===== config.mk =====
export PLATFORM = sky130hd
export DESIGN_NAME = csr_data
export DESIGN_NICKNAME = d
export VERILOG_FILES = /design/src/csr_pkg.sv /design/src/fcsr_update.sv /design/src/fcsr_regfile.sv /design/src/csr_read_mux.sv /design/src/csr_data.sv
export SDC_FILE = /design/constraint.sdc
export NUM_CORES = 1
export LEC_CHECK = 0
export BUFFER_PORTS_ARGS = -buffer_cell sky130_fd_sc_hd__buf_2
export CAP_MARGIN = 15
export CORE_ASPECT_RATIO = 0.7
export CORE_MARGIN = 5
export CORE_UTILIZATION = 30
export DETAILED_ROUTE_END_ITERATION = 16
export PLACE_DENSITY_LB_ADDON = 0.25
export SETUP_SLACK_MARGIN = 0.05
export SLEW_MARGIN = 20
export SYNTH_ARGS = -nofsm -noshare
export SYNTH_HDL_FRONTEND = slang
export SYNTH_SLANG_ARGS = --single-unit

===== constraint.sdc =====
create_clock -name clk -period 2.2 [get_ports clk]
set_input_delay 0.44 -clock clk [delete_from_list [all_inputs] [get_ports clk]]
set_output_delay 0.44 -clock clk [all_outputs]
set_load 0.05 [all_outputs]

===== src/csr_pkg.sv =====
// Shared widths, CSR address map, identity constants and structs for the CSR data block
package csr_pkg;

    // Core geometry
    localparam int NUM_WARPS       = 4;
    localparam int NUM_THREADS     = 4;
    localparam int NUM_CORES_TOTAL = 4;
    localparam int NUM_FPU_BLOCKS  = 2;

    localparam int XLEN          = 32;
    localparam int PERF_CTR_BITS = 44;
    localparam int WID_BITS      = $clog2(NUM_WARPS);
    localparam int FFLAGS_BITS   = 5;
    localparam int FRM_BITS      = 3;

    typedef logic [11:0]                          csr_addr_t;
    typedef logic [XLEN-1:0]                      csr_word_t;
    typedef logic [WID_BITS-1:0]                  wid_t;
    typedef logic [FFLAGS_BITS-1:0]               fflags_t;
    typedef logic [FRM_BITS-1:0]                  frm_t;
    // frm sits above fflags
    typedef logic [FRM_BITS+FFLAGS_BITS-1:0]      fcsr_t;
    typedef logic [PERF_CTR_BITS-1:0]             perf_ctr_t;
    typedef logic [NUM_WARPS-1:0]                 warp_mask_t;
    typedef logic [NUM_THREADS-1:0]               thread_mask_t;

    localparam csr_word_t VENDOR_ID = 32'h0000_0056;
    localparam csr_word_t ARCH_ID   = 32'h0000_0001;
    localparam csr_word_t IMPL_ID   = 32'h0000_0002;

    // MXL in the top two bits, then the I, M and F extension bits
    localparam csr_word_t MISA_VALUE = csr_word_t'(($clog2(XLEN) - 4) << (XLEN - 2))
                                     | (csr_word_t'(1) << 8)
                                     | (csr_word_t'(1) << 12)
                                     | (csr_word_t'(1) << 5);

    // Floating point
    localparam csr_addr_t CSR_FFLAGS      = 12'h001;
    localparam csr_addr_t CSR_FRM         = 12'h002;
    localparam csr_addr_t CSR_FCSR        = 12'h003;

    // Identity
    localparam csr_addr_t CSR_MVENDORID   = 12'hF11;
    localparam csr_addr_t CSR_MARCHID     = 12'hF12;
    localparam csr_addr_t CSR_MIMPID      = 12'hF13;
    localparam csr_addr_t CSR_MISA        = 12'h301;

    // Counters
    localparam csr_addr_t CSR_MCYCLE      = 12'hB00;
    localparam csr_addr_t CSR_MCYCLE_H    = 12'hB80;
    localparam csr_addr_t CSR_MINSTRET    = 12'hB02;
    localparam csr_addr_t CSR_MINSTRET_H  = 12'hB82;

    // Stubs that accept writes and read zero
    localparam csr_addr_t CSR_SATP        = 12'h180;
    localparam csr_addr_t CSR_MSTATUS     = 12'h300;
    localparam csr_addr_t CSR_MEDELEG     = 12'h302;
    localparam csr_addr_t CSR_MIDELEG     = 12'h303;
    localparam csr_addr_t CSR_MIE         = 12'h304;
    localparam csr_addr_t CSR_MTVEC       = 12'h305;
    localparam csr_addr_t CSR_MEPC        = 12'h341;
    localparam csr_addr_t CSR_PMPCFG0     = 12'h3A0;
    localparam csr_addr_t CSR_PMPADDR0    = 12'h3B0;
    localparam csr_addr_t CSR_MNSTATUS    = 12'h744;

    // Core specific
    localparam csr_addr_t CSR_WARP_ID     = 12'hCC1;
    localparam csr_addr_t CSR_CORE_ID     = 12'hCC2;
    localparam csr_addr_t CSR_WARP_MASK   = 12'hCC3;
    localparam csr_addr_t CSR_THREAD_MASK = 12'hCC4;
    localparam csr_addr_t CSR_NUM_THREADS = 12'hFC0;
    localparam csr_addr_t CSR_NUM_WARPS   = 12'hFC1;
    localparam csr_addr_t CSR_NUM_CORES   = 12'hFC2;

    // Performance-monitor windows
    localparam csr_addr_t CSR_MPM_USER    = 12'hB00;
    localparam csr_addr_t CSR_MPM_USER_H  = 12'hB80;
    localparam int        MPM_WINDOW      = 32;

    typedef struct packed {
        logic      enable;
        wid_t      wid;
        csr_addr_t addr;
        csr_word_t data;
    } csr_write_t;

    typedef struct packed {
        logic    valid;
        wid_t    wid;
        fflags_t fflags;
    } fpu_flags_t;

    typedef struct packed {
        fflags_t set_flags;
        logic    load_flags;
        logic    load_frm;
        fflags_t new_flags;
        frm_t    new_frm;
    } fcsr_cmd_t;

endpackage


===== src/fcsr_update.sv =====
// Turns CSR writes and FPU flag reports into one fcsr update command per warp
`timescale 1ns/1ps

module fcsr_update import csr_pkg::*; (
    input  csr_write_t                      csr_wr,
    input  fpu_flags_t [NUM_FPU_BLOCKS-1:0] fpu_flags,
    output fcsr_cmd_t  [NUM_WARPS-1:0]      cmds,
    output logic                            write_error
);

    logic wr_flags;
    logic wr_frm;
    logic wr_stub;
    frm_t wr_frm_val;

    // Address decode shared by all warps
    always_comb begin
        wr_flags   = 1'b0;
        wr_frm     = 1'b0;
        wr_stub    = 1'b0;
        wr_frm_val = csr_wr.data[FRM_BITS-1:0];
        case (csr_wr.addr)
            CSR_FFLAGS: wr_flags = 1'b1;
            CSR_FRM:    wr_frm = 1'b1;
            CSR_FCSR: begin
                wr_flags   = 1'b1;
                wr_frm     = 1'b1;
                wr_frm_val = csr_wr.data[FFLAGS_BITS +: FRM_BITS];
            end
            CSR_SATP,
            CSR_MSTATUS,
            CSR_MNSTATUS,
            CSR_MEDELEG,
            CSR_MIDELEG,
            CSR_MIE,
            CSR_MTVEC,
            CSR_MEPC,
            CSR_PMPCFG0,
            CSR_PMPADDR0: wr_stub = 1'b1;
            default: ;
        endcase
    end

    assign write_error = csr_wr.enable && !(wr_flags || wr_frm || wr_stub);

    always_comb begin
        for (int w = 0; w < NUM_WARPS; w++) begin
            logic hit;
            hit = csr_wr.enable && (csr_wr.wid == wid_t'(w));

            cmds[w].set_flags = '0;
            // Several units may report on the same warp
            for (int f = 0; f < NUM_FPU_BLOCKS; f++) begin
                if (fpu_flags[f].valid && (fpu_flags[f].wid == wid_t'(w))) begin
                    cmds[w].set_flags = cmds[w].set_flags | fpu_flags[f].fflags;
                end
            end

            cmds[w].load_flags = hit && wr_flags;
            cmds[w].load_frm   = hit && wr_frm;
            cmds[w].new_flags  = csr_wr.data[FFLAGS_BITS-1:0];
            cmds[w].new_frm    = wr_frm_val;
        end
    end

endmodule


===== src/fcsr_regfile.sv =====
// Per-warp fcsr storage with rounding-mode lookup for the floating-point units
`timescale 1ns/1ps

module fcsr_regfile import csr_pkg::*; (
    input  logic                            clk,
    input  logic                            reset,
    input  fcsr_cmd_t [NUM_WARPS-1:0]       cmds,
    input  wid_t      [NUM_FPU_BLOCKS-1:0]  fpu_rd_wid,
    output fcsr_t     [NUM_WARPS-1:0]       fcsr,
    output frm_t      [NUM_FPU_BLOCKS-1:0]  fpu_frm
);

    fcsr_t [NUM_WARPS-1:0] fcsr_n;

    always_comb begin
        for (int w = 0; w < NUM_WARPS; w++) begin
            fflags_t flags_n;
            frm_t    frm_n;
            // A CSR write overrides flags reported in the same cycle
            if (cmds[w].load_flags) begin
                flags_n = cmds[w].new_flags;
            end else begin
                flags_n = fcsr[w][FFLAGS_BITS-1:0] | cmds[w].set_flags;
            end
            if (cmds[w].load_frm) begin
                frm_n = cmds[w].new_frm;
            end else begin
                frm_n = fcsr[w][FFLAGS_BITS +: FRM_BITS];
            end
            fcsr_n[w] = {frm_n, flags_n};
        end
    end

    always_ff @(posedge clk) begin
        if (reset) begin
            fcsr <= '0;
        end else begin
            fcsr <= fcsr_n;
        end
    end

    always_comb begin
        for (int i = 0; i < NUM_FPU_BLOCKS; i++) begin
            fpu_frm[i] = fcsr[fpu_rd_wid[i]][FFLAGS_BITS +: FRM_BITS];
        end
    end

endmodule


===== src/csr_read_mux.sv =====
// Combinational CSR read decode, split into read-only and read-write data
`timescale 1ns/1ps

module csr_read_mux import csr_pkg::*; #(
    parameter int CORE_ID = 0
) (
    input  logic                            read_enable,
    input  wid_t                            read_wid,
    input  csr_addr_t                       read_addr,
    input  fcsr_t        [NUM_WARPS-1:0]    fcsr,
    input  perf_ctr_t                       cycles,
    input  perf_ctr_t                       instret,
    input  warp_mask_t                      active_warps,
    input  thread_mask_t [NUM_WARPS-1:0]    thread_masks,
    output csr_word_t                       read_data_ro,
    output csr_word_t                       read_data_rw,
    output logic                            read_error
);

    logic  addr_valid;
    logic  in_mpm_lo;
    logic  in_mpm_hi;
    fcsr_t fcsr_sel;

    assign fcsr_sel = fcsr[read_wid];

    assign in_mpm_lo = (read_addr >= CSR_MPM_USER)
                    && (read_addr < CSR_MPM_USER + MPM_WINDOW);
    assign in_mpm_hi = (read_addr >= CSR_MPM_USER_H)
                    && (read_addr < CSR_MPM_USER_H + MPM_WINDOW);

    always_comb begin
        read_data_ro = '0;
        read_data_rw = '0;
        addr_valid   = 1'b1;
        case (read_addr)
            CSR_MVENDORID:   read_data_ro = VENDOR_ID;
            CSR_MARCHID:     read_data_ro = ARCH_ID;
            CSR_MIMPID:      read_data_ro = IMPL_ID;
            CSR_MISA:        read_data_ro = MISA_VALUE;

            CSR_FFLAGS:      read_data_rw = csr_word_t'(fcsr_sel[FFLAGS_BITS-1:0]);
            CSR_FRM:         read_data_rw = csr_word_t'(fcsr_sel[FFLAGS_BITS +: FRM_BITS]);
            CSR_FCSR:        read_data_rw = csr_word_t'(fcsr_sel);

            CSR_WARP_ID:     read_data_ro = csr_word_t'(read_wid);
            CSR_CORE_ID:     read_data_ro = csr_word_t'(CORE_ID);
            CSR_WARP_MASK:   read_data_ro = csr_word_t'(active_warps);
            CSR_THREAD_MASK: read_data_ro = csr_word_t'(thread_masks[read_wid]);
            CSR_NUM_THREADS: read_data_ro = csr_word_t'(NUM_THREADS);
            CSR_NUM_WARPS:   read_data_ro = csr_word_t'(NUM_WARPS);
            CSR_NUM_CORES:   read_data_ro = csr_word_t'(NUM_CORES_TOTAL);

            // High halves carry the upper counter bits zero-extended
            CSR_MCYCLE:      read_data_ro = cycles[XLEN-1:0];
            CSR_MCYCLE_H:    read_data_ro = csr_word_t'(cycles[PERF_CTR_BITS-1:XLEN]);
            CSR_MINSTRET:    read_data_ro = instret[XLEN-1:0];
            CSR_MINSTRET_H:  read_data_ro = csr_word_t'(instret[PERF_CTR_BITS-1:XLEN]);

            CSR_SATP,
            CSR_MSTATUS,
            CSR_MNSTATUS,
            CSR_MEDELEG,
            CSR_MIDELEG,
            CSR_MIE,
            CSR_MTVEC,
            CSR_MEPC,
            CSR_PMPCFG0,
            CSR_PMPADDR0:    read_data_ro = '0;

            default: begin
                // Counter windows stay addressable and read zero
                addr_valid = in_mpm_lo || in_mpm_hi;
            end
        endcase
    end

    assign read_error = read_enable && !addr_valid;

endmodule


===== src/csr_data.sv =====
// CSR data block of one GPU core that joins the fcsr update, storage and read paths
`timescale 1ns/1ps

module csr_data import csr_pkg::*; #(
    parameter int CORE_ID = 0
) (
    input  logic                                clk,
    input  logic                                reset,

    input  csr_write_t                          csr_wr,
    input  fpu_flags_t   [NUM_FPU_BLOCKS-1:0]   fpu_flags,
    input  wid_t         [NUM_FPU_BLOCKS-1:0]   fpu_rd_wid,
    output frm_t         [NUM_FPU_BLOCKS-1:0]   fpu_frm,

    input  logic                                read_enable,
    input  wid_t                                read_wid,
    input  csr_addr_t                           read_addr,
    output csr_word_t                           read_data_ro,
    output csr_word_t                           read_data_rw,

    input  perf_ctr_t                           cycles,
    input  perf_ctr_t                           instret,
    input  warp_mask_t                          active_warps,
    input  thread_mask_t [NUM_WARPS-1:0]        thread_masks,

    output logic                                read_error,
    output logic                                write_error
);

    fcsr_cmd_t [NUM_WARPS-1:0] cmds;
    fcsr_t     [NUM_WARPS-1:0] fcsr;

    fcsr_update u_update (
        .csr_wr      (csr_wr),
        .fpu_flags   (fpu_flags),
        .cmds        (cmds),
        .write_error (write_error)
    );

    fcsr_regfile u_regfile (
        .clk         (clk),
        .reset       (reset),
        .cmds        (cmds),
        .fpu_rd_wid  (fpu_rd_wid),
        .fcsr        (fcsr),
        .fpu_frm     (fpu_frm)
    );

    csr_read_mux #(
        .CORE_ID (CORE_ID)
    ) u_read_mux (
        .read_enable  (read_enable),
        .read_wid     (read_wid),
        .read_addr    (read_addr),
        .fcsr         (fcsr),
        .cycles       (cycles),
        .instret      (instret),
        .active_warps (active_warps),
        .thread_masks (thread_masks),
        .read_data_ro (read_data_ro),
        .read_data_rw (read_data_rw),
        .read_error   (read_error)
    );

endmodule


Yosys cells after proc, flatten, opt, wreduce, memory -nomap -nowiden
Cells that the tools add are included.
Word-level totals
  output and inout bits: 72
  register bits after elaboration: 32
  logic and storage cells: 137
  input bits: 192
Operators by class
  reductions and logical operators: 37
  equality and inequality tests: 50
  order comparisons: 7
  muxes and demuxes: 27
  bitwise operators: 8
Operators with widths (number)
  32-bit one-hot mux with 12 select lines: 1
  12-bit by 10-bit == test with 1-bit output, second input constant: 17
  12-bit == test, second input constant: 14
  5-bit two-way mux: 12
  8-bit binary-select mux with 2-bit select: 3
  12-bit by 2-bit == test with 1-bit output, second input constant: 4
  5-bit bitwise OR: 8
  28-bit OR reduction: 1
  12-bit by 1-bit == test with 1-bit output, second input constant: 2
  12-bit by 11-bit == test with 1-bit output, second input constant: 2
  12-bit by 9-bit == test with 1-bit output, second input constant: 2
  12-bit >= comparator, second input constant: 2
  1-bit logical AND: 24
  12-bit less-than comparator, second input constant: 2
  8-bit two-way mux: 3
  8-bit one-hot mux with 3 select lines: 1
  2-bit == test, second input constant: 6
  10-bit OR reduction: 1
  2-bit by 3-bit less-than comparator with 1-bit output, second input constant: 3
  4-bit binary-select mux with 2-bit select: 1
  2-bit by 1-bit == test with 1-bit output, second input constant: 3
  2-bit zero test: 3
  1-bit two-way mux: 4
  4-bit two-way mux: 1
  other kinds (5): 9

Depth between registers and ports, before layout
  depth after elaboration: 7
  mapped depth: 8
  mapped depth without buffers: 5

Cells and area by module
From an unflattened synthesis, not the netlist that was laid out.
Second synthesis, totals
  cell total of the unflattened synthesis: 423
  area, all modules: 3599.7 sq um
Modules (own cells, without submodules)
  csr_read_mux: area an instance 1551.5 sq um, cells an instance 194, instances 1, seq. area each 0.0 sq um
  fcsr_regfile: area an instance 1323.8 sq um, cells an instance 129, instances 1, seq. area each 640.6 sq um
  fcsr_update: area an instance 724.4 sq um, cells an instance 100, instances 1, seq. area each 0.0 sq um

Least setup slack after synthesis
OpenSTA, ideal clock, no wires.
  path kind: input to output
  from: input port read_addr[5]
  to: output port read_error
  setup slack: -1.176 ns
  buffers on the path: 2
  stages: 7
  required time: 1.760 ns
  arrival: 2.936 ns
  cells stage by stage: buf_2 and4bb_2 and4_1 clkbuf_2 a21oi_1 nand4_1 nor4_1
Between the ends
  cells in the longest elaborated chain, start to end: 6
  elaborated cells between the ends (all ways): 39
  those cells by class: order compare (4); eq/ne (28); mux (1); reduce/logical (6)
Ends and longest elaborated chain
  from (decl): line csr_data.sv:17  | input csr_addr_t read_addr,
  12-bit >= comparator, or another cell as far along: line csr_read_mux.sv:27  | assign in_mpm_lo = (read_addr >= CSR_MPM_USER)
  1-bit logical AND, on equally long branches: line csr_read_mux.sv:28, csr_read_mux.sv:30
  1-bit logical OR: line csr_read_mux.sv:73  | addr_valid = in_mpm_lo || in_mpm_hi;
  1-bit two-way mux (*): line csr_read_mux.sv:36  | case (read_addr)
  1-bit zero test (*): line csr_read_mux.sv:78  | assign read_error = read_enable && !addr_valid;
  1-bit logical AND (*): line csr_read_mux.sv:78
  to (decl): line csr_data.sv:26  | output logic read_error,
Mark *: on every way between the ends. The rest lies on a longest branch, timed or not.

Worst setup path in the final report
  from: input port read_addr[2]
  to: output port read_data_ro[1]
Between the ends
  cells in the longest elaborated chain, start to end: 3
  elaborated cells between the ends (all ways): 16
  those cells by class: eq/ne (14); mux (1); reduce/logical (1)
Ends and longest elaborated chain
  12-bit == test: line csr_read_mux.sv:36
  3-bit OR reduction (no line)
  32-bit one-hot mux with 12 select lines (*): line csr_read_mux.sv:36
  to (decl): line csr_data.sv:18  | output csr_word_t read_data_ro,
Marked as above.

==> impl_metrics.py <==
metrics = {
    "outcome": {
        "status": "finished with violations",
        "violations": "setup timing",
    },
    "critical_path": {
        "required_ps": 1760,
        "worstReg2RegStart": "u_regfile.fcsr[12]",
        "start_kind": "input pin",
        "cp_max_fo": 6,
        "critPathKind": "in -> out",
        "cp.arrival_ps": 1990,
        "critPathCaptureType": "primary output",
        "startpoint": "read_addr[2]",
    },
    "routing": {
        "drtAntennaViolNets": 0,
        "num_vias": 4523,
        "wl_per_cell_um": 21.2,
        "drt_iter0_drc": 409,
        "wirelength_um": 17000,
        "drc": 0,
        "viasPerCell": 5.64,
        "firstDrtPassIters": 5,
    },
    "cells_and_area": {
        "multi_input_area_um2": 3070,
        "final_cell_count_no_fill": 802,
        "largest_reg_flops": 32,
        "reg.largest.list": "u_regfile.fcsr x32",
        "final_core_util_pct": 58.1,
        "drive_above_1_share_pct": 63.6,
        "nFillCells": 963,
        "largest_register": "u_regfile.fcsr",
        "nNetsFinal": 843,
        "area_delta_synth_final_pct": 89.6,
        "regArea_um2": 641,
        "antenna_cells": 0,
    },
    "clock_tree": {
        "cts.sinks": 32,
        "cts-htree-levels": 2,
        "clkTransAtPathRegs_ps": 50,
        "cts_buffers": 5,
        "clk_latency_ps": 270,
        "root_buffer": "clkbuf_16",
        "cts_max_path_buffers": 2,
        "ctsHoldBuffers": 0,
        "cts_tree": "done",
    },
    "die": {
        "die_w_um": 137,
        "core-area_um2": 11000,
        "num_rows": 32,
        "die_area_um2": 13500,
        "initial_core_util_pct": 30.6,
        "io_pins": 264,
        "die_h_um": 98.7,
    },
    "global_route": {
        "grtUsageTotal_pct": 23.8,
        "antenna_found_initial": 0,
        "grt_pass1_wl_um": 25400,
        "grt_remaining_overflow": 0,
        "grt_max_degree": 33,
        "grt_pass1_vias": 4472,
    },
    "power": {
        "power_frac_comb_pct": 35.7,
        "vdd_drop_max_mv": 0.320,
        "power.switching_mw": 0.614,
        "switching_share_pct": 32.1,
        "p_leak_nw": 2.86,
        "p_int_mw": 1.30,
        "p_total_mw": 1.91,
        "p_seq_share_pct": 32.2,
        "p_per_area_nw_per_um2": 299,
        "clock_power_share_pct": 32.1,
    },
    "logic_synthesis": {
        "synth-seq-cells": 32,
        "yosys_warnings": 0,
        "yosysTopAreaCell": "dfxtp_1",
        "ys_top_cells_by_area": "dfxtp_1 (19%), mux4_2 (12%), a221oi_1 (6.2%)",
        "synth_most_common_cell": "nor2_1",
        "ys_top_cells_by_count": "nor2_1 (47), dfxtp_1 (32), buf_4 (26), nand2_1 (25), a221oi_1 (24)",
        "syn_area_per_cell_um2": 8.88,
        "synth_top_area_share_pct": 19.0,
        "syn_area_um2": 3370,
        "synth_edf_count": 0,
        "ys_seq_area_share_pct": 19.0,
        "synthFlopType": "dfxtp_1",
        "netlist_instances": 380,
        "synth-async-reset-ratio_pct": 0,
        "yosysUniqueCellTypes": 63,
    },
    "timing": {
        "fin_skew_ps": 0,
        "final.period_utilization_pct": 111,
        "finalWorstSetupSlack_ps": -232,
        "drv_slew": 0,
        "rsz0062_at_grt": "yes",
        "setup_violations": 36,
        "fmax_mhz": 411,
        "worst_pin_slew_ps": 638,
        "max-slew-margin-rel_pct": 57.4,
        "hold_violations": 0,
        "fin_crit_ps": 2430,
    },
    "place": {
        "dp_cells": 786,
        "port_buffers": 215,
        "hpwlAfterDp_um": 13400,
        "gp_congestion": 0.918,
    },
    "job": {
        "maxCapViolCount": 0,
    },
    "min_path": {
        "hp-start": "csr_wr[4]",
        "hold_class": "in -> reg",
    },
}
-- power groups by stage --
stage	registers, mW	clock network, mW	logic, mW
final	0.617	0.613	0.682
after floorplan	0.622	0	0.326
after detailed placement	0.626	0	0.602
after global routing	0.618	0.650	0.722
after CTS	0.616	0.628	0.639
after global placement	0.626	0	0.588
-- metrics by stage --
step,hold WS (ps),area (um^2),setup slack (ps),setup TNS (ps)
after global routing,506,6390,-297,-8190
after detailed placement,533,5350,-395,-13130
after global placement,516,5350,-393,-12660
after CTS,488,6120,-238,-6470
final,491,6390,-232,-6420
after floorplan,489,3870,-177,-1900
-- routing by layer --
metal  wire, um  part of all wire (%)  vias up  track usage [%]
met5          0                     0        -                0
met3       1310                   7.7       24             5.46
met1       7440                    44     2243             34.3
met2       8080                    47      221             37.5
met4        175                   1.0        0             2.32
li1           -                     -     2035                -
-- timing repair --
item                       4_1_cts  5_1_grt
resized for setup              154       47
setup buffers                    6        3
gates cloned                     1        2
pin swaps                       20       13
setup endpoints to repair       41       42
-- cells by family after synthesis --
logic type | count (synthesis) | share of synthesized area, %
DFF | 32 | 19.0
other | 1 | 0.111
and+or+nand+nor | 149 | 26.7
xor gates and xnor gates | 3 | 0.779
buffers and inverters | 52 | 10.2
muxes | 38 | 18.1
AOI/OAI and AO/OA | 105 | 25.1
-- area by class of cell --
type / count / share of cell area [%]
timing repair buffer: 290 / 36.9
multi-input combinational: 319 / 48.0
inverter: 3 / 0.215
clock buffer: 5 / 1.96
tap: 153 / 2.99
sequential: 32 / 10.0
-- worst paths after layout --
| path | slack, ps | cells after the start | end |
|---|---|---|---|
| worst max-delay path | -230 | 8 | read_data_ro[1] |
| worst max register to register | 1350 | 2 | u_regfile.fcsr[12] |
| worst min-delay path | 490 | 3 | u_regfile.fcsr[4] |
| worst min register to register | 550 | 2 | u_regfile.fcsr[30] |
-- worst max-delay path, stage by stage --
cell,delay [ps]
buf_6,90
or4_4,560
nor3_4,260
buf_12,170
a32oi_1,70
o21ai_1,120
a211o_4,130
buf_8,140
-- placed cells by master (no fill, tap or decap), drive strengths merged, types with 6 or more instances in the layout --
master	instances
and3	9
nor4	10
nand4	6
a22o	19
buf	287
conb	24
a22oi	10
nand3	11
nand2	25
mux2i	16
clkbuf	8
a221oi	24
nor2	47
dfxtp	32
mux4	18
a211oi	20
a21oi	6
No activity file was read; power rests on OpenSTA's default activity.
